`config.mk`:
```
export PLATFORM = sky130hd
export DESIGN_NAME = reg_file
export DESIGN_NICKNAME = d
export VERILOG_FILES = /design/src/rv_pkg.sv /design/src/reg_file.sv
export SDC_FILE = /design/constraint.sdc
export NUM_CORES = 2
export LEC_CHECK = 0
export BUFFER_PORTS_ARGS = -buffer_cell sky130_fd_sc_hd__clkbuf_2
export CORE_ASPECT_RATIO = 0.8
export CORE_UTILIZATION = 30
export CTS_CLUSTER_SIZE = 20
export DETAILED_ROUTE_END_ITERATION = 8
export PLACE_DENSITY = 0.48
export SLEW_MARGIN = 40
export SYNTH_ARGS = -nofsm -noshare
export SYNTH_HDL_FRONTEND = slang
export SYNTH_SLANG_ARGS = --single-unit
export TNS_END_PERCENT = 1
```
`constraint.sdc`:
```
create_clock -name clk -period 4 [get_ports clk]
set_clock_uncertainty 0.05 [all_clocks]
set_input_delay 0.8 -clock clk [delete_from_list [all_inputs] [get_ports clk]]
set_output_delay 0.8 -clock clk [all_outputs]
set_load 0.02 [all_outputs]
```
`src/rv_pkg.sv`:
```
package rv_pkg;

    typedef logic [63:0] word_t;
    typedef logic [4:0]  reg_addr_t;

    // major opcodes in inst[6:0].
    typedef enum logic [6:0] {
        OPC_OP     = 7'b0110011,
        OPC_OP_IMM = 7'b0010011,
        OPC_LUI    = 7'b0110111,
        OPC_BRANCH = 7'b1100011,
        OPC_JAL    = 7'b1101111
    } opcode_t;

    localparam logic [2:0] F3_ADD = 3'b000;
    localparam logic [2:0] F3_SLL = 3'b001;
    localparam logic [2:0] F3_SLT = 3'b010;
    localparam logic [2:0] F3_XOR = 3'b100;
    localparam logic [2:0] F3_SRL = 3'b101;
    localparam logic [2:0] F3_OR  = 3'b110;
    localparam logic [2:0] F3_AND = 3'b111;
    localparam logic [2:0] F3_BEQ = 3'b000;
    localparam logic [2:0] F3_BNE = 3'b001;
    localparam logic [2:0] F3_BLT = 3'b100;

    localparam logic [6:0] F7_BASE = 7'b0000000;
    localparam logic [6:0] F7_ALT  = 7'b0100000; // sub.

    typedef enum logic [3:0] {
        ADD,
        SUB,
        AND_OP,
        OR_OP,
        XOR_OP,
        SLL,
        SRL,
        SLT,
        ADDI,
        LUI,
        BEQ,
        BNE,
        BLT,
        JAL,
        ILLEGAL
    } op_t;

    typedef struct packed {
        op_t       op;
        word_t     pc;
        reg_addr_t rs1_addr;
        reg_addr_t rs2_addr;
        word_t     rs1_value;
        word_t     rs2_value;
        word_t     imm;        // sign-extended.
        reg_addr_t rd;
        logic      rd_wen;
    } id_ex_t;

    typedef struct packed {
        logic      reg_write_enable;
        reg_addr_t reg_dest_addr;
        word_t     reg_write_data;
    } reg_writer_t;

endpackage

```
`src/reg_file.sv`:
```
`timescale 1ns/10ps

module reg_file
    import rv_pkg::*;
(
    input  logic        clk,
    input  logic        arst_n,
    input  reg_addr_t   rs1_addr,
    input  reg_addr_t   rs2_addr,
    output word_t       rs1_data,
    output word_t       rs2_data,
    input  reg_writer_t wr
);

    word_t regs [32];

    // a read of the register being written sees the new value.
    function automatic word_t read_port(reg_addr_t addr, word_t stored, reg_writer_t w);
        if (w.reg_write_enable && w.reg_dest_addr != '0 && w.reg_dest_addr == addr) begin
            return w.reg_write_data;
        end
        return stored;
    endfunction

    always_ff @(posedge clk or negedge arst_n) begin
        if (!arst_n) begin
            for (int i = 0; i < 32; i++) begin
                regs[i] <= '0;
            end
        end else if (wr.reg_write_enable && wr.reg_dest_addr != '0) begin
            regs[wr.reg_dest_addr] <= wr.reg_write_data; // x0 stays zero.
        end
    end

    always_comb begin
        rs1_data = read_port(rs1_addr, regs[rs1_addr], wr);
        rs2_data = read_port(rs2_addr, regs[rs2_addr], wr);
    end

endmodule

```
==> run metrics <==
detailed placer's ending HPWL 289 mm; layout cells sized above 1 53.9%; DRT Pass-1 Iters 5; H-tree levels 4; fin nets 7816; Post-synth ARST share 100%; die area 365000 sq um; All-Layer GR Usage 24.0%; GPL Wtd Cong 0.848; largest net degree at the start of global routing 131; PortBufs 209; first-pass GRT wire length 625 mm; Max Freq 246 MHz; initial DRC count 7092; maximum vdd drop 0.403 mV; most common cell in the synthesized netlist dfrtp_1; placed cell areas 121000 sq um; LEAKAGE 55.4 nW; Via density 5.82; Worst Setup SP rs1_addr[0]; Post-synth EDFFs 0; Vias 74095; Slew @ Worst Pin 0.910 ns; Clock Path Buffers 4; Setup crit end kind primary output; Crit Path Max Fanout 14; area grow syn2layout 19.2%; syn nets 7482; max reg flops 2048; final setup vio count 12; count of final hold-check violations 0; R2R cell count 1; Power Total 0.0650 W; pre-CTS WS -0.448 ns; Syn Inst Count 7400; Worst EP arrival 3.22 ns; HP Class primary input to flip-flop; TritonCTS Sinks 2048; routed len/inst 34.8 microns; Biggest register regs; failing checks setup timing; synth top area cells dfrtp_1 (47%), mux4_2 (20%), mux2_2 (19%); fin. max-slew vios 0; Fin Hold WS 0.242 ns; routed wire length 443 mm; Final min period 4.07 ns; outcome finished, violations left; crit path launch type primary input; final instance area 130000 sq um; Worst Slack Setup Final -0.0656 ns; Worst Setup EP rs1_data[4]; Post-synth top flop dfrtp_1; Reg clk slew, reported paths 0.06 ns; PwrDens 501 nW/um^2; sequential fraction of the synthesis area 47.1%; TritonCTS clock tree built; Max Cap Viol 0; Final Cycle Share 102%; row count 197; Warnings, synthesis 0; remaining antenna violation count 0; R2R Setup Slk 3.11 ns; number of stages on the worst hold path 2; total CTS buffers 237; clk_lat worst skew 0.92 ns; grt ovf 0; Starting Density 30.2%; Die Ht 540 microns; IO Pins 210; biggest regs regs (2048); slew margin rel. 39.4%; Synth top area share 47.1%; vias in the first global route 76529; Die W 675 microns; R2R Path End regs[1351]; Clock Tree Root clkbuf_16; unrepaired setup endpoints after global routing true; Mapped Area 109000 sq um; post-synth cell types 60; DRC 0; cell taking the most area after synthesis dfrtp_1; CP Class primary input to primary output; R2R Path Start regs[1351]; CP required 3.15 ns; core area 360000 sq um; commonest cells in the synthesized netlist dfrtp_1 (2048), mux2_2 (1821), mux4_2 (977), clkbuf_1 (500), nand2_1 (245); average size of a mapped cell 14.7 sq um; #FFs+latches synth 2048; initial antenna violation count 33
-- critical path, stage by stage --
cell	delay, ns
buf_16	0.17
buf_12	0.21
buf_6	0.21
mux4_2	0.52
mux4_2	0.49
a21oi_2	0.25
buf_4	0.19
a21oi_1	0.07
clkbuf_2	0.20
-- stage by stage --
stage	cells	setup TNS, ns	util, %
floorplan	7400	0	-
global placement	12260	-8.77	33.5
detailed placement	12262	-7.63	33.5
CTS	12708	-0.268	35.9
global route	12721	-1.44	36.0
finish	12724	-0.336	36.0
-- timing repair --
| item | in CTS | in global routing |
|---|---|---|
| setup endpoints to repair | 56 | 46 |
| cloned | 2 | 2 |
| setup buffers | 2 | 2 |
| hold buffers | 1 | 0 |
| resized for setup | 92 | 27 |
| endpoints found under the hold margin | 36 | 0 |
| pin swaps | 5 | 4 |
-- worst min-delay path by stage --
| stage | end | startpoint |
|---|---|---|
| 6_report | regs[1596] | wr[60] |
| 5_1_grt | regs[1530] | wr[58] |
| 4_1_cts | regs[1530] | wr[58] |
| 3_5_place_dp | regs[2017] | regs[2017] |
| 3_3_place_gp | regs[2024] | regs[2024] |
| 2_1_floorplan | regs[1984] | regs[1984] |
-- cells by family after synthesis --
| logic type | share of synthesized area (%) |
|---|---|
| DFF | 47.1 |
| buffers and inverters | 3.84 |
| xor gates and xnor gates | 0.0806 |
| and+or+nand+nor | 1.92 |
| AOI/OAI and AO/OA | 5.42 |
| muxes | 41.6 |
-- layer usage --
layer | part of all wire [%] | vias up | global-route usage [%]
li1 | - | 29306 | -
met2 | 46 | 3007 | 37.8
met5 | 0.042 | - | 0
met1 | 42 | 40931 | 32.3
met4 | 4.8 | 26 | 10.2
met3 | 7.0 | 825 | 4.92
-- cell type report --
type | count | area (sq um)
well taps | 4776 | 5980
clock inverters | 85 | 1000
inverters | 13 | 56.3
diodes | 12 | 30.0
repair buffers | 953 | 10100
flip-flops and latches | 2048 | 51200
multi-input cells | 4481 | 54000
clock buffers | 356 | 7160
fillers | 34187 | 231000
-- report_power, final --
part | internal [W] | switching (W) | leakage (nW) | total (W)
logic | 0.00799 | 0.00633 | 25.1 | 0.0143
clock network | 0.0136 | 0.00938 | 4.07 | 0.0230
registers | 0.0247 | 0.00302 | 26.3 | 0.0277
-- layout by cell type (no fill, tap or decap), types with 8 or more instances in the layout --
cell / count
nor2_1: 129
o221ai_1: 66
o211ai_1: 16
o21a_1: 17
nand3_1: 41
buf_4: 479
buf_6: 17
nand2_1: 228
a22oi_2: 9
clkbuf_2: 190
nor2_4: 20
mux2_2: 1821
a21oi_2: 29
buf_12: 238
a22oi_1: 201
dfrtp_1: 2048
clkbuf_1: 44
o21ai_0: 216
diode_2: 12
a21oi_4: 11
inv_1: 9
mux2_1: 49
clkbuf_16: 242
a21oi_1: 181
a211oi_1: 18
nand2_4: 16
mux4_2: 977
mux4_1: 8
clkinv_2: 54
o22ai_1: 73
mux2i_1: 193
buf_16: 17
nand3b_1: 8
clkbuf_8: 73
a31oi_1: 32
a211o_1: 8
bufinv_16: 20
No activity file was read; power rests on OpenSTA's default activity.
