### config.mk
export PLATFORM = sky130hd
export DESIGN_NAME = id_ex_queue_flat
export DESIGN_NICKNAME = d
export VERILOG_FILES = /design/src/rv_pkg.sv /design/src/issue_if.sv /design/src/id_ex_queue.sv /design/src/flat_wrapper.sv
export SDC_FILE = /design/constraint.sdc
export NUM_CORES = 1
export LEC_CHECK = 0
export ABC_CLOCK_PERIOD_IN_PS = 15570
export BUFFER_PORTS_ARGS = -buffer_cell sky130_fd_sc_hd__clkbuf_2
export CORE_ASPECT_RATIO = 0.6
export CORE_MARGIN = 10
export CORE_UTILIZATION = 45
export CTS_CLUSTER_DIAMETER = 200
export DETAILED_ROUTE_END_ITERATION = 7
export PLACE_DENSITY = 0.7
export SYNTH_ARGS = -nofsm -noshare
export SYNTH_HDL_FRONTEND = slang
export SYNTH_SLANG_ARGS = --single-unit
### constraint.sdc
create_clock -name clk -period 15.57 [get_ports clk]
set_clock_uncertainty 0.15 [all_clocks]
set_input_delay 0.7785 -clock clk [delete_from_list [all_inputs] [get_ports clk]]
set_output_delay 0.7785 -clock clk [all_outputs]
set_load 0.1 [all_outputs]
### src/rv_pkg.sv
package rv_pkg;

    typedef logic [63:0] word_t;
    typedef logic [4:0]  reg_addr_t;

    // major opcodes in inst[6:0].
    typedef enum logic [6:0] {
        OPC_OP     = 7'b0110011,
        OPC_OP_IMM = 7'b0010011,
        OPC_LUI    = 7'b0110111,
        OPC_BRANCH = 7'b1100011,
        OPC_JAL    = 7'b1101111
    } opcode_t;

    localparam logic [2:0] F3_ADD = 3'b000;
    localparam logic [2:0] F3_SLL = 3'b001;
    localparam logic [2:0] F3_SLT = 3'b010;
    localparam logic [2:0] F3_XOR = 3'b100;
    localparam logic [2:0] F3_SRL = 3'b101;
    localparam logic [2:0] F3_OR  = 3'b110;
    localparam logic [2:0] F3_AND = 3'b111;
    localparam logic [2:0] F3_BEQ = 3'b000;
    localparam logic [2:0] F3_BNE = 3'b001;
    localparam logic [2:0] F3_BLT = 3'b100;

    localparam logic [6:0] F7_BASE = 7'b0000000;
    localparam logic [6:0] F7_ALT  = 7'b0100000; // sub.

    typedef enum logic [3:0] {
        ADD,
        SUB,
        AND_OP,
        OR_OP,
        XOR_OP,
        SLL,
        SRL,
        SLT,
        ADDI,
        LUI,
        BEQ,
        BNE,
        BLT,
        JAL,
        ILLEGAL
    } op_t;

    typedef struct packed {
        op_t       op;
        word_t     pc;
        reg_addr_t rs1_addr;
        reg_addr_t rs2_addr;
        word_t     rs1_value;
        word_t     rs2_value;
        word_t     imm;        // sign-extended.
        reg_addr_t rd;
        logic      rd_wen;
    } id_ex_t;

    typedef struct packed {
        logic      reg_write_enable;
        reg_addr_t reg_dest_addr;
        word_t     reg_write_data;
    } reg_writer_t;

endpackage

### src/issue_if.sv
`timescale 1ns/10ps

interface issue_if
    import rv_pkg::*;
(
    input logic clk
);
    logic   valid;
    logic   ready;
    id_ex_t rec;

    modport producer (
        input  clk,
        output valid,
        output rec,
        input  ready
    );

    modport consumer (
        input  clk,
        input  valid,
        input  rec,
        output ready
    );

endinterface

### src/id_ex_queue.sv
`timescale 1ns/10ps

module id_ex_queue
    import rv_pkg::*;
(
    input logic       clk,
    input logic       arst_n,
    issue_if.consumer in,
    issue_if.producer out
);

    id_ex_t     mem [2];
    logic       wr_ptr;
    logic       rd_ptr;
    logic [1:0] count;
    logic       push;
    logic       pop;

    assign out.valid = (count != 2'd0);
    assign out.rec   = mem[rd_ptr];
    assign pop       = out.valid && out.ready;
    assign in.ready  = (count != 2'd2) || pop; // full queue still takes one on a pop.
    assign push      = in.valid && in.ready;

    always_ff @(posedge clk or negedge arst_n) begin
        if (!arst_n) begin
            wr_ptr <= 1'b0;
            rd_ptr <= 1'b0;
            count  <= 2'd0;
        end else begin
            if (push) begin
                wr_ptr <= ~wr_ptr;
            end
            if (pop) begin
                rd_ptr <= ~rd_ptr;
            end
            case ({push, pop})
                2'b10:   count <= count + 2'd1;
                2'b01:   count <= count - 2'd1;
                default: count <= count;
            endcase
        end
    end

    always_ff @(posedge clk) begin
        if (push) begin
            mem[wr_ptr] <= in.rec;
        end
    end

endmodule

### src/flat_wrapper.sv
// flat-port wrapper written by rule: the top's interface ports become plain ports
module id_ex_queue_flat import rv_pkg::*;
  (clk, arst_n, in_valid, in_rec, in_ready, out_valid, out_rec, out_ready);
  issue_if in_i (.clk(clk));
  issue_if out_i (.clk(clk));
  input logic clk;
  input logic arst_n;
  input wire logic [$bits(in_i.valid)-1:0] in_valid;
  input wire logic [$bits(in_i.rec)-1:0] in_rec;
  output wire logic [$bits(in_i.ready)-1:0] in_ready;
  output wire logic [$bits(out_i.valid)-1:0] out_valid;
  output wire logic [$bits(out_i.rec)-1:0] out_rec;
  input wire logic [$bits(out_i.ready)-1:0] out_ready;
  assign in_i.valid = in_valid;
  assign in_i.rec = in_rec;
  assign in_ready = in_i.ready;
  assign out_valid = out_i.valid;
  assign out_rec = out_i.rec;
  assign out_i.ready = out_ready;
  id_ex_queue u_core (.clk(clk), .arst_n(arst_n), .in(in_i), .out(out_i));
endmodule
==> flow_metrics.py <==
metrics = {
    "place": {
        "portBuffers": 557,
        "hpwlAfterDp_um": 33400,
        "dp_slack_ns": 11.11,
        "gp_congestion": 0.787,
    },
    "worst_setup_path": {
        "critPathLaunchType": "register",
        "cp-end-kind": "output port",
        "ff2ff_path_depth": 4,
        "timing.rr.start": "u_core.count[1]$_DFFE_PN0P_",
        "r2r_setup_slack_ns": 11.68,
        "path_max_fanout": 57,
        "crit_required_ns": 14.64,
        "cp.arrival_ns": 4.09,
        "reg2reg_to": "u_core.mem[1][130]$_DFFE_PP_",
        "criticalPathCategory": "reg -> out",
    },
    "final_layout": {
        "area_delta_synth_final_pct": 25.0,
        "nFillCells": 3536,
        "final_nets": 1747,
        "drive_above_1_share": 0.620,
    },
    "global_route": {
        "use_met3": 0.0621,
        "met2_usage": 0.276,
        "grt_pass1_vias": 11200,
        "grt_busiest_layer": "met2",
        "antenna_found_initial": 8,
        "grt_pass1_wl_um": 69100,
        "globalRouteOverflowTotal": 0,
        "grt_use_met1": 0.181,
        "grt_max_degree": 133,
        "grt.total_usage": 0.159,
    },
    "timing": {
        "hold_viol": 0,
        "post-route-min-period_ns": 5.02,
        "worstMarginPinSlew_ns": 1.05,
        "timing.final.crit_share": 0.322,
        "grt_setup_unrepaired": "no",
        "clock.fmax_ghz": 0.199,
        "worst_slack_ns": 10.55,
        "fin_setup_tns_ns": 0,
        "relSlewSlack": 0.297,
        "finalSetupViolations": 0,
        "finalMaxSlewViolations": 0,
        "whs_ns": 0.254,
    },
    "logic_synthesis": {
        "yosysSeqAreaShare": 0.791,
        "yosys.area.top_type": "edfxtp_1",
        "avgSynthCellArea_um2": 24.1,
        "synth_nets": 1157,
        "synth_warnings": 0,
        "synth-seq-cells": 556,
        "synth.area.top_cells": "edfxtp_1, mux2_4, mux2_2",
        "synth_top_cell_area_share": 0.787,
        "netlist_area_um2": 21100,
        "syn_inst": 876,
        "synth_cell_type_count": 15,
    },
    "clock_tree": {
        "path_clk_slew_ns": 0.07,
        "cts_sinks": 556,
        "clkLatencyLatePin_ns": 0.55,
        "numCtsBuffers": 51,
        "clk_path_buf_depth": 3,
        "clock-root-buffer": "clkbuf_16",
        "htree_levels": 2,
        "cts_tree": "done",
        "cts-resized-gates": 0,
    },
    "floorplan": {
        "die_h_um": 188,
        "core_um2": 46300,
        "initial_core_util": 0.455,
        "die_x_um": 299,
        "die_area_um2": 56200,
        "ios": 558,
        "std_cell_rows": 61,
    },
    "detailed_routing": {
        "post_drt_wl_per_cell_um": 22.0,
        "drc": 0,
        "drtIter0Drc": 730,
        "ant_nets": 0,
        "firstDrtPassIters": 4,
        "vias": 10300,
        "viasPerCell": 4.79,
        "wirelength_um": 47000,
    },
    "hold_path": {
        "min_from": "in_rec[262]",
        "min_path_cells": 1,
        "min_to": "u_core.mem[1][262]$_DFFE_PP_",
        "hold_path.class": "in -> reg",
    },
    "run": {
        "max_cap_viol_count": 0,
    },
    "outcome": {
        "run_status": "finished clean",
    },
}
-- state kept, by name (all words and copies together) (netlist names) --
register	flops
u_core.count	2
u_core.mem	552
u_core.rd_ptr	1
u_core.wr_ptr	1
-- layout make-up --
type,instances,area (um^2),share of cell area
sequential,556,16700,0.633
multi-input combinational,289,4080,0.155
timing repair buffer,568,2890,0.110
clock buffer,58,1360,0.0515
tap,630,788,0.0299
clock inverter,37,536,0.0203
antenna,3,7.51,0.000285
-- critical path, cell delays in order, from the launching register on --
cell,delay (ns)
dfrtp_4,0.84
buf_4,0.88
buf_4,0.89
mux2_4,0.31
clkbuf_2,0.45
-- synthesized netlist by cell type --
cell type  number
and2_1          1
and3_1          1
buf_2           4
buf_6          27
dfrtp_1         4
edfxtp_1      552
ha_1            1
mux2_2         46
mux2_4        230
nand2_2         1
nor2_1          2
or2_2           1
or3b_4          1
xnor2_1         3
xor2_1          2
-- worst max-delay path by stage --
stage	endpoint	cells past startpoint	slack, ns	startpoint
detailed placement	out_rec[204]	4	11.11	u_core.rd_ptr$_DFFE_PN0P_
CTS	out_rec[204]	4	10.50	u_core.rd_ptr$_DFFE_PN0P_
global route	out_rec[204]	4	10.33	u_core.rd_ptr$_DFFE_PN0P_
floorplan	u_core.mem[0][0]$_DFFE_PP_	3	1.82	out_ready
global placement	out_rec[207]	4	11.17	u_core.rd_ptr$_DFFE_PN0P_
finish	out_rec[160]	4	10.55	u_core.rd_ptr$_DFFE_PN0P_
-- timing repair --
item / CTS / global route
buffers inserted: 0 / 0
hold buffers: 1 / 0
hold endpoints to repair: 4 / 0
-- layout by cell type (no fill, tap or decap), drive strengths merged --
cell         count
xnor2            3
dlygate4sd3      1
mux2           276
nor2             2
and2             1
clkinv          16
inv              4
clkinvlp         4
or2              1
clkbuf         615
dfrtp            4
and3             1
xor2             2
nand2            1
buf             10
or3b             1
bufinv          13
edfxtp         552
ha               1
diode            3
-- per-layer routing --
metal | vias to the layer above | wire length (um)
li1 | 4686 | -
met1 | 5120 | 17600
met2 | 361 | 24100
met3 | 82 | 4360
met4 | 8 | 957
met5 | - | 53
-- cells by family after synthesis --
group,after synthesis,synth area share
muxes,276,0.188
and+or+nand+nor,7,0.00208
adders and majority gates,1,0.000594
DFF,556,0.791
buffers and inverters,31,0.0154
xor gates and xnor gates,5,0.00208
-- metrics by stage --
stage                     cell area (um^2)  instances  utilization
after global routing                 26300       2141        0.568
final                                26300       2141        0.568
after floorplan                      21100        876            -
after CTS                            26300       2138        0.568
after global placement               24400       2042        0.527
after detailed placement             24400       2042        0.527
Power is not shown: default switching activity piles up to over one toggle a cycle in this logic, so the estimate is an artifact.
