<file path="src/rv_pkg.sv">
package rv_pkg;

    typedef logic [63:0] word_t;
    typedef logic [4:0]  reg_addr_t;

    // major opcodes in inst[6:0].
    typedef enum logic [6:0] {
        OPC_OP     = 7'b0110011,
        OPC_OP_IMM = 7'b0010011,
        OPC_LUI    = 7'b0110111,
        OPC_BRANCH = 7'b1100011,
        OPC_JAL    = 7'b1101111
    } opcode_t;

    localparam logic [2:0] F3_ADD = 3'b000;
    localparam logic [2:0] F3_SLL = 3'b001;
    localparam logic [2:0] F3_SLT = 3'b010;
    localparam logic [2:0] F3_XOR = 3'b100;
    localparam logic [2:0] F3_SRL = 3'b101;
    localparam logic [2:0] F3_OR  = 3'b110;
    localparam logic [2:0] F3_AND = 3'b111;
    localparam logic [2:0] F3_BEQ = 3'b000;
    localparam logic [2:0] F3_BNE = 3'b001;
    localparam logic [2:0] F3_BLT = 3'b100;

    localparam logic [6:0] F7_BASE = 7'b0000000;
    localparam logic [6:0] F7_ALT  = 7'b0100000; // sub.

    typedef enum logic [3:0] {
        ADD,
        SUB,
        AND_OP,
        OR_OP,
        XOR_OP,
        SLL,
        SRL,
        SLT,
        ADDI,
        LUI,
        BEQ,
        BNE,
        BLT,
        JAL,
        ILLEGAL
    } op_t;

    typedef struct packed {
        op_t       op;
        word_t     pc;
        reg_addr_t rs1_addr;
        reg_addr_t rs2_addr;
        word_t     rs1_value;
        word_t     rs2_value;
        word_t     imm;        // sign-extended.
        reg_addr_t rd;
        logic      rd_wen;
    } id_ex_t;

    typedef struct packed {
        logic      reg_write_enable;
        reg_addr_t reg_dest_addr;
        word_t     reg_write_data;
    } reg_writer_t;

endpackage

</file>
<file path="src/issue_if.sv">
`timescale 1ns/10ps

interface issue_if
    import rv_pkg::*;
(
    input logic clk
);
    logic   valid;
    logic   ready;
    id_ex_t rec;

    modport producer (
        input  clk,
        output valid,
        output rec,
        input  ready
    );

    modport consumer (
        input  clk,
        input  valid,
        input  rec,
        output ready
    );

endinterface

</file>
<file path="src/decode_stage.sv">
`timescale 1ns/10ps

module decode_stage
    import rv_pkg::*;
(
    input  logic        clk,
    input  logic        arst_n,
    input  logic        inst_valid,
    output logic        inst_ready,
    input  logic [31:0] inst,
    input  word_t       inst_pc,
    output reg_addr_t   rs1_addr,
    output reg_addr_t   rs2_addr,
    input  word_t       rs1_data,
    input  word_t       rs2_data,
    issue_if.producer   out
);

    logic [6:0] opcode;
    logic [2:0] funct3;
    logic [6:0] funct7;
    word_t      imm_i;
    word_t      imm_b;
    word_t      imm_u;
    word_t      imm_j;
    op_t        op;
    word_t      imm;
    id_ex_t     dec_rec;
    logic       accept;

    assign opcode   = inst[6:0];
    assign funct3   = inst[14:12];
    assign funct7   = inst[31:25];
    assign rs1_addr = inst[19:15];
    assign rs2_addr = inst[24:20];

    assign imm_i = {{52{inst[31]}}, inst[31:20]};
    assign imm_b = {{51{inst[31]}}, inst[31], inst[7], inst[30:25], inst[11:8], 1'b0};
    assign imm_u = {{32{inst[31]}}, inst[31:12], 12'b0};
    assign imm_j = {{43{inst[31]}}, inst[31], inst[19:12], inst[20], inst[30:21], 1'b0};

    always_comb begin
        op  = ILLEGAL;
        imm = '0;
        case (opcode)
            OPC_OP: begin
                if (funct7 == F7_BASE) begin
                    case (funct3)
                        F3_ADD:  op = ADD;
                        F3_SLL:  op = SLL;
                        F3_SLT:  op = SLT;
                        F3_XOR:  op = XOR_OP;
                        F3_SRL:  op = SRL;
                        F3_OR:   op = OR_OP;
                        F3_AND:  op = AND_OP;
                        default: op = ILLEGAL;
                    endcase
                end else if (funct7 == F7_ALT && funct3 == F3_ADD) begin
                    op = SUB;
                end
            end
            OPC_OP_IMM: begin
                if (funct3 == F3_ADD) begin
                    op  = ADDI;
                    imm = imm_i;
                end
            end
            OPC_LUI: begin
                op  = LUI;
                imm = imm_u;
            end
            OPC_BRANCH: begin
                imm = imm_b;
                case (funct3)
                    F3_BEQ:  op = BEQ;
                    F3_BNE:  op = BNE;
                    F3_BLT:  op = BLT;
                    default: op = ILLEGAL;
                endcase
            end
            OPC_JAL: begin
                op  = JAL;
                imm = imm_j;
            end
            default: op = ILLEGAL;
        endcase
    end

    always_comb begin
        dec_rec.op        = op;
        dec_rec.pc        = inst_pc;
        dec_rec.rs1_addr  = rs1_addr;
        dec_rec.rs2_addr  = rs2_addr;
        dec_rec.rs1_value = rs1_data;
        dec_rec.rs2_value = rs2_data;
        dec_rec.imm       = imm;
        dec_rec.rd        = inst[11:7];
        dec_rec.rd_wen    = op inside {ADD, SUB, AND_OP, OR_OP, XOR_OP, SLL, SRL, SLT,
                                       ADDI, LUI, JAL};
    end

    assign inst_ready = !out.valid || out.ready; // slot empty or being drained.
    assign accept     = inst_valid && inst_ready;

    always_ff @(posedge clk or negedge arst_n) begin
        if (!arst_n) begin
            out.valid <= 1'b0;
        end else if (accept) begin
            out.valid <= 1'b1;
        end else if (out.ready) begin
            out.valid <= 1'b0;
        end
    end

    always_ff @(posedge clk) begin
        if (accept) begin
            out.rec <= dec_rec;
        end
    end

endmodule

</file>
<file path="src/flat_wrapper.sv">
// flat-port wrapper written by rule: the top's interface ports become plain ports
module decode_stage_flat import rv_pkg::*;
  (clk, arst_n, inst_valid, inst_ready, inst, inst_pc, rs1_addr, rs2_addr, rs1_data, rs2_data, out_valid, out_rec, out_ready);
  issue_if out_i (.clk(clk));
  input  logic clk;
  input  logic arst_n;
  input  logic inst_valid;
  output logic inst_ready;
  input  logic [31:0] inst;
  input  word_t inst_pc;
  output reg_addr_t rs1_addr;
  output reg_addr_t rs2_addr;
  input  word_t rs1_data;
  input  word_t rs2_data;
  output wire logic [$bits(out_i.valid)-1:0] out_valid;
  output wire logic [$bits(out_i.rec)-1:0] out_rec;
  input wire logic [$bits(out_i.ready)-1:0] out_ready;
  assign out_valid = out_i.valid;
  assign out_rec = out_i.rec;
  assign out_i.ready = out_ready;
  decode_stage u_core (.clk(clk), .arst_n(arst_n), .inst_valid(inst_valid), .inst_ready(inst_ready), .inst(inst), .inst_pc(inst_pc), .rs1_addr(rs1_addr), .rs2_addr(rs2_addr), .rs1_data(rs1_data), .rs2_data(rs2_data), .out(out_i));
endmodule
</file>
<file path="config.mk">
export PLATFORM = sky130hd
export DESIGN_NAME = decode_stage_flat
export DESIGN_NICKNAME = d
export VERILOG_FILES = /design/src/rv_pkg.sv /design/src/issue_if.sv /design/src/decode_stage.sv /design/src/flat_wrapper.sv
export SDC_FILE = /design/constraint.sdc
export NUM_CORES = 1
export LEC_CHECK = 0
export BUFFER_PORTS_ARGS = -buffer_cell sky130_fd_sc_hd__buf_2
export CORE_AREA = 2 2 199 201
export CTS_BUF_LIST = sky130_fd_sc_hd__clkbuf_8
export CTS_CLUSTER_DIAMETER = 50
export DETAILED_ROUTE_END_ITERATION = 6
export DIE_AREA = 0 0 201 203
export PLACE_DENSITY = 0.56
export RECOVER_POWER = 25
export SLEW_MARGIN = 20
export SYNTH_ARGS = -nofsm -noshare
export SYNTH_HDL_FRONTEND = slang
export SYNTH_SLANG_ARGS = --single-unit
export TNS_END_PERCENT = 20
</file>
<file path="constraint.sdc">
create_clock -name clk -period 6.4 [get_ports clk]
set_clock_uncertainty 0.05 [all_clocks]
set_input_delay 0 -clock clk [delete_from_list [all_inputs] [get_ports clk]]
set_output_delay 0 -clock clk [all_outputs]
set_load 0.01 [all_outputs]
</file>
==> run summary, run 1 <==
synth cell count leaders -> edfxtp_1, buf_4, a21o_1
initial drt markers -> 319
Port Buffers -> 515
HPWL Detailed -> 19700 µm
Post-Syn Instances -> 402
ANT cells -> 0
clock-pin slew on the worst setup and hold paths -> 60 ps
RSZ-0062 raised after global routing -> no
initial antenna violation count -> 0
share of cells above drive strength 1 -> 46.9%
Vias/cell -> 3.87
fin crit period -> 2130 ps
P per Cell Area -> 257 mW/mm²
Slew headroom -> 38.6%
post-synthesis cell area -> 0.00843 mm²
non-filler instance count after layout -> 1693
Unique masters post-synth -> 43
leading area contributor after synthesis -> edfxtp_1
die span in x -> 201 µm
Slew Limit Fails -> 0
crit start category -> flip-flop
H-tree level count -> 2
DIE AREA -> 0.0408 mm²
Setup CP Type -> reg -> reg
Die Height -> 203 µm
final WL -> 28700 µm
Post-Syn Nets -> 630
detailed-route via count -> 6550
Placed Cells -> 1388
Hold Fails Final Rpt -> 0
Seq/Total Area, Yosys -> 87.2%
CTS Root Buffer Type -> clkbuf_8
final setup vio count -> 0
routed length per instance -> 16.9 µm
total CTS buffers -> 44
Pleak -> 6.16 nW
DRC errors left -> 0
post-route setup TNS -> 0 ps
Async S/R FF share, synth -> 0.408%
post-synthesis average cell area -> 21.0 µm²
Hold WC Path Type -> in -> reg
Clk Latency, worst-skew pair -> 560 ps
CTS tree -> done
CP Capture Type -> flip-flop
Fillers -> 3618
global route total overflow -> 0
floorplan core area -> 0.0385 mm²
required time of the critical path -> 6550 ps
Yosys warnings -> 0
FMAX -> 469 MHz
slew at the pin closest to its max-slew limit -> 920 ps
count leader, synth -> edfxtp_1
Area Overhead vs Synth -> 71.0%
clock sinks -> 245
Primary FF master, synth -> edfxtp_1
largest net degree at the start of global routing -> 154
nets -> 1374
run status -> finished clean
Initial Utilization -> 21.9%
CTS resizes -> 0
FP Rows -> 72
Synth Register Bits -> 245
IO Pins -> 516
Synth top area share -> 86.9%
clock buffer depth -> 3
Overall Global Routing Usage -> 13.4%
Routed Antenna Nets -> 0
first-pass GRT wire length -> 41100 µm
vias in the first global route -> 6912
first-pass iteration count of the detailed router -> 4
Final period util -> 33.3%
top cells by area, synth -> edfxtp_1, buf_4, a21o_1, and2_1, nor2_1
Max Cap Viol -> 0
EDFF count, synth -> 244
Peak VDD IR -> 0.103 mV
CP arrival -> 2280 ps
gpl congestion -> 0.890
critical path fanouts, max -> 61
worst max-delay path: stages (launching register included):
cell and delay [ps]:
dfrtp_1 370, nand2b_1 110, and2_4 440, buf_4 700
cell type report:
cell class / instances / area, µm² / share of cell area [%]
clock buffers: 44 / 606 / 4.20
clock inverters: 31 / 221 / 1.54
inverters: 2 / 7.51 / 0.0521
multi-input cells: 105 / 693 / 4.81
flip-flops and latches: 245 / 7350 / 51.0
well taps: 518 / 648 / 4.50
repair buffers: 748 / 4880 / 33.9
registers in the layout (all words and copies together) (netlist names):
name and flops:
u_core.out.valid 1, u_core.out.rec 244
path summary, 6_finish.rpt:
| check | end | start | slack (ps) | depth (start not counted) |
|---|---|---|---|---|
| setup / recovery | u_core.out.rec[100] | u_core.out.valid | 4270 | 3 |
| hold / removal | u_core.out.rec[116] | rs2_data[46] | 90 | 2 |
| setup reg to reg | u_core.out.rec[100] | u_core.out.valid | 4270 | 3 |
| hold reg to reg | u_core.out.rec[169] | u_core.out.valid | 900 | 2 |
| max in group asynchronous | u_core.out.valid | arst_n | 5920 | 3 |
| min in group asynchronous | u_core.out.valid | arst_n | 270 | 3 |
placed cells by master (no fill, tap or decap), drive strengths merged, types with 2 or more instances in the layout:
master | netlist | final
o21ai | 6 | 6
clkbuf | 2 | 73
a21o | 20 | 20
nor3b | 3 | 3
nand4 | 3 | 3
nand2b | 2 | 2
clkinvlp | 0 | 2
inv | 2 | 14
nor2b | 2 | 2
buf | 48 | 489
nand3 | 3 | 3
edfxtp | 244 | 244
clkinv | 0 | 14
and2 | 9 | 9
a21oi | 8 | 8
dlygate4sd3 | 0 | 230
a22o | 4 | 4
a22oi | 2 | 2
bufinv | 0 | 3
nor2 | 12 | 12
nand2 | 8 | 8
nor3 | 4 | 4
timing repair:
action / CTS / global route
buffers inserted: 0 / 0
hold endpoints to repair: 276 / 0
hold buffers: 230 / 0
per-layer routing:
layer  global-route usage (%)  up-vias  wire length [µm]
li1                         -     3016                 -
met1                     14.8     3164             10800
met2                     23.7      307             14600
met3                     4.91       63              2370
met4                     5.08        0               837
met5                        0        -                 0
cell families after synthesis:
logic type / count (synthesis) / share of synthesized area (%)
AOI/OAI and AO/OA: 47 / 3.89
xor gates and xnor gates: 2 / 0.208
buffers and inverters: 52 / 4.56
DFF: 245 / 87.2
and+or+nand+nor: 56 / 4.10
report_power, final:
part / leakage (nW) / switching [mW] / internal [mW] / total, mW
combinational: 3.36 / 0.202 / 0.207 / 0.410
clock: 0.453 / 0.640 / 0.764 / 1.40
sequential: 2.35 / 0.0238 / 1.87 / 1.89
through the flow:
step / hold WS (ps) / power (mW) / instance area, µm² / worst slack, ps / utilization [%]
after global placement: -256 / 2.22 / 11300 / 4290 / 29.4
final: 89.3 / 3.71 / 14400 / 4270 / 37.5
after CTS: 9.92 / 3.77 / 14400 / 4270 / 37.5
after global routing: 17.6 / 3.88 / 14400 / 4150 / 37.5
after detailed placement: -262 / 2.22 / 11300 / 4270 / 29.4
after floorplan: -346 / 2.05 / 8430 / 2310 / -
No activity file was read; power rests on OpenSTA's default activity.
==> inputs of run 2 (changes only) <==
- CORE_AREA: 2 2 199 201 -> 2 2 201 203
- DIE_AREA: 0 0 201 203 -> 0 0 203 205
- PLACE_DENSITY: 0.56 -> 0.54
- clock period: 6.4 -> 2.1 ns (I/O delays scaled with it)
==> run 2 against run 1 <==
Compared with the run above:
- non-clock buffer count up 15
- flip-flop and latch count is the same
- sequential power grew to 3.0 times the previous value
- sequential share of layout area is 0.99 points lower
- register-to-register slack worse by 3800 ps
- core utilization shrank 0.13 points
==> run summary, run 2 (synthesized netlist as in run 1, its figures left out) <==
Sw Ratio -> 23.1% (-0.28 points)
HPWL Detailed -> 19300 µm (-2.1%)
clock buffer depth -> 3 (unchanged)
final setup vio count -> 0 (unchanged)
floorplan core area -> 0.0394 mm² (+2.3%)
Hold WC Path Type -> in -> reg
CTS tree -> done
design area -> 0.0147 mm² (+2.0%)
sequential power share -> 49.8% (-1.3 points)
Top Registers -> u_core.out.rec x244, u_core.out.valid x1
required time of the critical path -> 2340 ps (-4210 ps)
routed length per instance -> 16.1 µm (-5.0%)
clock sinks -> 245 (unchanged)
FP Rows -> 73 (+1.4%)
fin crit period -> 1880 ps
final worst slack -> 215 ps (-4050 ps)
post-layout util -> 37.3% (-0.13 points)
Max Cap Viol -> 0 (unchanged)
gpl congestion -> 0.855 (-3.9%)
Die Height -> 205 µm (+0.99%)
global route total overflow -> 0 (unchanged)
Area Overhead vs Synth -> 74.3%
DIE AREA -> 0.0416 mm² (+2.0%)
P per Cell Area -> 789 mW/mm² (+210%)
Fillers -> 3704 (+2.4%)
Worst Hold End -> u_core.out.rec[134]
first-pass iteration count of the detailed router -> 4 (unchanged)
post-placement worst setup slack -> 293 ps (-3970 ps)
CTS resizes -> 0 (unchanged)
initial antenna violation count -> 2 (+2)
Slew Limit Fails -> 0 (unchanged)
RR Endpoint -> u_core.out.rec[213]
CTS Root Buffer Type -> clkbuf_8
slew at the pin closest to its max-slew limit -> 834 ps (-86.5 ps)
share of cells above drive strength 1 -> 47.9% (+1.1 points)
Vias/cell -> 3.80 (-1.7%)
most common cell after layout, fill and taps aside -> buf_2
most flop-heavy register -> u_core.out.rec
clock-pin slew on the worst setup and hold paths -> 60 ps (about the same)
die span in x -> 203 µm (+1.0%)
Clk pwr share -> 39.1% (+1.2 points)
FF-to-FF Start -> u_core.out.valid
CP Capture Type -> flip-flop
total CTS buffers -> 44 (unchanged)
reg-to-reg slack, setup -> 500 ps (-3770 ps)
setup bufs post-CTS -> 0 (unchanged)
critical path fanouts, max -> 5 (-92%)
Slew headroom -> 43.9% (+5.3 points)
run status -> finished clean
final WL -> 27700 µm (-3.4%)
IO Pins -> 516 (unchanged)
Final period util -> 89.8%
combinational share of power -> 11.2% (+0.2 points)
commonest non-fill, non-tap cells in the layout -> buf_2, edfxtp_1, dlygate4sd3_1
internal cell power -> 8.91 mW (+210%)
first-pass GRT wire length -> 39200 µm (-4.5%)
largest net degree at the start of global routing -> 65 (-58%)
DRC errors left -> 0 (unchanged)
Pleak -> 6.30 nW (+2.3%)
Port Buffers -> 515 (unchanged)
Setup CP Type -> in -> reg
reg2reg path depth -> 4 (+1)
Peak VDD IR -> 0.387 mV (+270%)
nets -> 1389 (+1.1%)
vias in the first global route -> 6825 (-1.3%)
Hold Fails Final Rpt -> 0 (unchanged)
initial drt markers -> 360 (+13%)
CP arrival -> 2120 ps (-160 ps)
H-tree level count -> 2 (unchanged)
Initial Utilization -> 21.4% (-0.50 points)
FMAX -> 531 MHz
crit start category -> input pin
Clk Latency, worst-skew pair -> 550 ps (about the same)
Worst Min Path Start -> rs1_data[0]
RSZ-0062 raised after global routing -> no
max reg flops -> 244 (unchanged)
Overall Global Routing Usage -> 12.4% (-1.0 points)
detailed-route via count -> 6552 (+0.031%)
Post-DP Area -> 0.0115 mm² (+1.6%)
WHS Path Cells -> 2 (unchanged)
Routed Antenna Nets -> 0 (unchanged)
post-route setup TNS -> 0 ps (unchanged)
NetSw -> 2.68 mW (+210%)
## run 2: cell types whose count changed in the layout (fill, tap and decap cells not counted), moves of 2 or more
cell           delta
inv_1             -3
buf_2             +2
clkinv_1          +4
clkbuf_1          -4
clkbuf_2          +2
buf_12            +6
buf_4             +7
clkbuf_8          +2
diode_2           +2
clkinvlp_4        -2
dlygate4sd3_1     +2
clkinv_4          +2
## run 2: per-stage QoR
stage,total power [mW],std cells,hold WS (ps)
floorplan,6.24,402,-346
global placement,6.81,1408,-261
detailed placement,6.81,1408,-265
CTS,11.8,1720,15.3
global route,12.1,1722,29.1
finish,11.6,1722,88.3
## run 2: worst max path at each step
stage	from	to	slack (ps)	cells past startpoint
after global routing	u_core.out.rec[68]	out_rec[52]	200	1
after detailed placement	inst[2]	u_core.out.rec[20]	290	6
final	inst[6]	u_core.out.rec[0]	220	7
after floorplan	u_core.out.valid	u_core.out.rec[0]	-700	2
after CTS	u_core.out.rec[68]	out_rec[50]	290	1
after global placement	inst[2]	u_core.out.rec[21]	360	6
## run 2: repair_timing
item / CTS / global route
hold buffers: 232 / 0
endpoints found under the hold margin: 267 / 0
setup endpoints to repair: 0 / 0
## run 2: layout make-up
| type | count | area (µm²) | area share (%) |
|---|---|---|---|
| clock buffer | 46 | 633 | 4.31 |
| inverter | 2 | 7.51 | 0.0511 |
| tap | 525 | 657 | 4.47 |
| multi-input combinational | 105 | 698 | 4.75 |
| clock inverter | 34 | 263 | 1.79 |
| antenna | 2 | 5.00 | 0.0341 |
| sequential | 245 | 7350 | 50.0 |
| timing repair buffer | 763 | 5080 | 34.6 |
## run 2: worst max-delay path, stage by stage
cell	delay, ps
dlygate4sd3_1	530
buf_2	160
nor2b_1	200
dlygate4sd3_1	610
a21oi_1	50
o41ai_1	390
o21ai_0	170
## run 2: power by group through the flow
stage	combinational (mW)	sequential (mW)	clock (mW)
floorplan	0.225	6.01	0
global placement	0.949	5.86	0
detailed placement	0.952	5.86	0
CTS	1.30	5.76	4.71
global route	1.38	5.78	4.94
finish	1.29	5.76	4.53
## run 2: metal layers
metal | GRT usage (%) | part of all wire (%)
met5 | 0 | 0
met3 | 4.12 | 8.0
met4 | 4.82 | 2.4
met1 | 14.0 | 38
met2 | 21.8 | 52
==> inputs of run 3 (changes only) <==
- ABC_CLOCK_PERIOD_IN_PS: unset -> 1610
- CORE_AREA: 2 2 201 203 -> 2 2 199 201
- DIE_AREA: 0 0 203 205 -> 0 0 201 203
- PLACE_DENSITY: 0.54 -> 0.56
- clock period: 2.1 -> 1.61 ns (I/O delays scaled with it)
==> run 3 against run 2 <==
Compared with the run above:
- combinational power up 36%
- non-clock buffer count up 19
- worst hold slack worse by 15 ps
- global-route usage up 1.3 points
- total power up 31%
- first-iteration DRC count up 0.83%
- flip-flop and latch count unchanged
- register-to-register slack worse by 400 ps
- design area up 1.1%
- final cell count up 0.70%
- core utilization up 1.3 points
- die area down 2.0%
- critical path type unchanged
- largest power group unchanged
==> run summary, run 3 (synthesized netlist as in run 1, its figures left out) <==
run status -> finished clean
share of cells above drive strength 1 -> 48.7% (+0.77 points)
Worst setup startpoint -> inst[3]
most flop-heavy register -> u_core.out.rec
Initial Utilization -> 21.9% (+0.50 points)
Clk Latency, worst-skew pair -> 560 ps (about the same)
Port Buffers -> 515 (unchanged)
clock buffer depth -> 3 (unchanged)
max reg flops -> 244 (unchanged)
Overall Global Routing Usage -> 13.8% (+1.3 points)
nets -> 1408 (+1.4%)
Multi-input gate area -> 716 µm² (+2.5%)
H-tree level count -> 2 (unchanged)
Reg area -> 0.00735 mm² (unchanged)
Die Height -> 203 µm (-0.98%)
reg2reg path depth -> 3 (-1)
Max Cap Viol -> 0 (unchanged)
final WL -> 29400 µm (+6.1%)
gpl congestion -> 0.866 (+1.3%)
Hold Fails Final Rpt -> 0 (unchanged)
IO Pins -> 516 (unchanged)
CTS Root Buffer Type -> clkbuf_8
die span in x -> 201 µm (-0.99%)
most common cell after layout, fill and taps aside -> buf_2
FMAX -> 624 MHz
first-pass iteration count of the detailed router -> 4 (unchanged)
crit start category -> input pin
critical path fanouts, max -> 8 (+3)
Pleak -> 6.39 nW (+1.3%)
Slew headroom -> 59.2% (+15 points)
clock sinks -> 245 (unchanged)
clock-pin slew on the worst setup and hold paths -> 60 ps (about the same)
required time of the critical path -> 1980 ps (-360 ps)
first-pass GRT wire length -> 42500 µm (+8.4%)
CTS tree -> done
Post-DP Area -> 0.0116 mm² (+1.0%)
reg-to-reg slack, setup -> 100 ps (-400 ps)
initial drt markers -> 363 (+0.83%)
largest net degree at the start of global routing -> 37 (-43%)
RSZ-0062 raised after global routing -> yes
Hold WC Path Type -> in -> reg
detailed-route via count -> 6677 (+1.9%)
FP Rows -> 72 (-1.4%)
routed length per instance -> 16.9 µm (+5.4%)
final setup vio count -> 0 (unchanged)
Final period util -> 99.5%
CP arrival -> 1970 ps (-150 ps)
vias in the first global route -> 7140 (+4.6%)
slew at the pin closest to its max-slew limit -> 607 ps (-227 ps)
Worst Hold End -> u_core.out.rec[189]
Worst Min Path Start -> rs1_data[55]
floorplan core area -> 0.0385 mm² (-2.3%)
initial antenna violation count -> 2 (unchanged)
Routed Antenna Nets -> 0 (unchanged)
fin crit period -> 1600 ps
Vias/cell -> 3.85 (+1.2%)
P per Cell Area -> 1020 mW/mm² (+30%)
CP Capture Type -> flip-flop
HPWL Detailed -> 21000 µm (+8.7%)
DRC errors left -> 0 (unchanged)
Fillers -> 3586 (-3.2%)
Top Registers -> u_core.out.rec x244, u_core.out.valid x1
post-layout util -> 38.6% (+1.3 points)
global route total overflow -> 0 (unchanged)
total CTS buffers -> 44 (unchanged)
Setup CP Type -> in -> reg
RR Endpoint -> u_core.out.rec[231]
Area Overhead vs Synth -> 76.2%
DIE AREA -> 0.0408 mm² (-2.0%)
commonest non-fill, non-tap cells in the layout -> buf_2, edfxtp_1, dlygate4sd3_1
Peak VDD IR -> 0.440 mV (+14%)
WHS Path Cells -> 2 (unchanged)
design area -> 0.0148 mm² (+1.1%)
FF-to-FF Start -> u_core.out.valid
Slew Limit Fails -> 0 (unchanged)
==> run 3: repair_timing <==
action                                  4_1_cts  5_1_grt
endpoints found under the hold margin       270        0
setup buffers                                 0        1
endpoints found under the setup margin        0       36
resized for setup                             0        8
hold buffers                                233        0
==> run 3: power breakdown <==
| group | leakage [nW] | switching [mW] | internal [mW] |
|---|---|---|---|
| Combinational | 3.57 | 0.838 | 0.915 |
| Clock | 0.472 | 2.68 | 3.25 |
| Sequential | 2.35 | 0.0880 | 7.42 |
==> run 3: how the worst max path moves through the flow <==
stage | endpoint | cells after the start
4_1_cts | out_rec[46] | 2
3_5_place_dp | u_core.out.rec[21] | 7
6_report | u_core.out.rec[0] | 8
3_3_place_gp | u_core.out.rec[23] | 7
2_1_floorplan | u_core.out.rec[0] | 2
5_1_grt | u_core.out.rec[29] | 8
==> run 3: metal layers <==
layer / GRT usage, % / up-vias / share of wire [%] / wire length (µm)
met5: 0 / - / 0.031 / 9
met4: 5.32 / 2 / 2.8 / 831
met3: 5.14 / 55 / 8.6 / 2530
met2: 23.7 / 320 / 51 / 14900
met1: 15.5 / 3215 / 38 / 11100
li1: - / 3085 / - / -
==> run 3: metrics by stage <==
step | instances | worst slack, ps | total power [mW] | setup TNS [ps] | hold slack [ps]
after global placement | 1418 | 64.5 | 8.91 | 0 | -266
final | 1734 | 7.84 | 15.2 | 0 | 73.5
after CTS | 1732 | 49.3 | 15.4 | 0 | 1.86
after detailed placement | 1418 | 9.84 | 8.92 | 0 | -269
after global routing | 1734 | -2.33 | 15.8 | -4.34 | 14.8
after floorplan | 402 | -1190 | 8.14 | -291480 | -346
==> run 3: critical path, cell delays in order <==
cell           delay (ps)
dlygate4sd3_1         530
clkbuf_4              200
nand2_1               140
dlygate4sd3_1         580
o21ai_0                90
a32oi_1               220
a21oi_1                60
o21ai_0               150
==> run 3: area by class of cell <==
| cell class | count | area share, % |
|---|---|---|
| Sequential cell | 245 | 49.5 |
| Clock inverter | 37 | 1.92 |
| Clock buffer | 44 | 4.08 |
| Tap cell | 518 | 4.36 |
| Inverter | 2 | 0.0506 |
| Antenna cell | 1 | 0.0169 |
| Timing Repair Buffer | 782 | 35.2 |
| Multi-Input combinational cell | 105 | 4.82 |
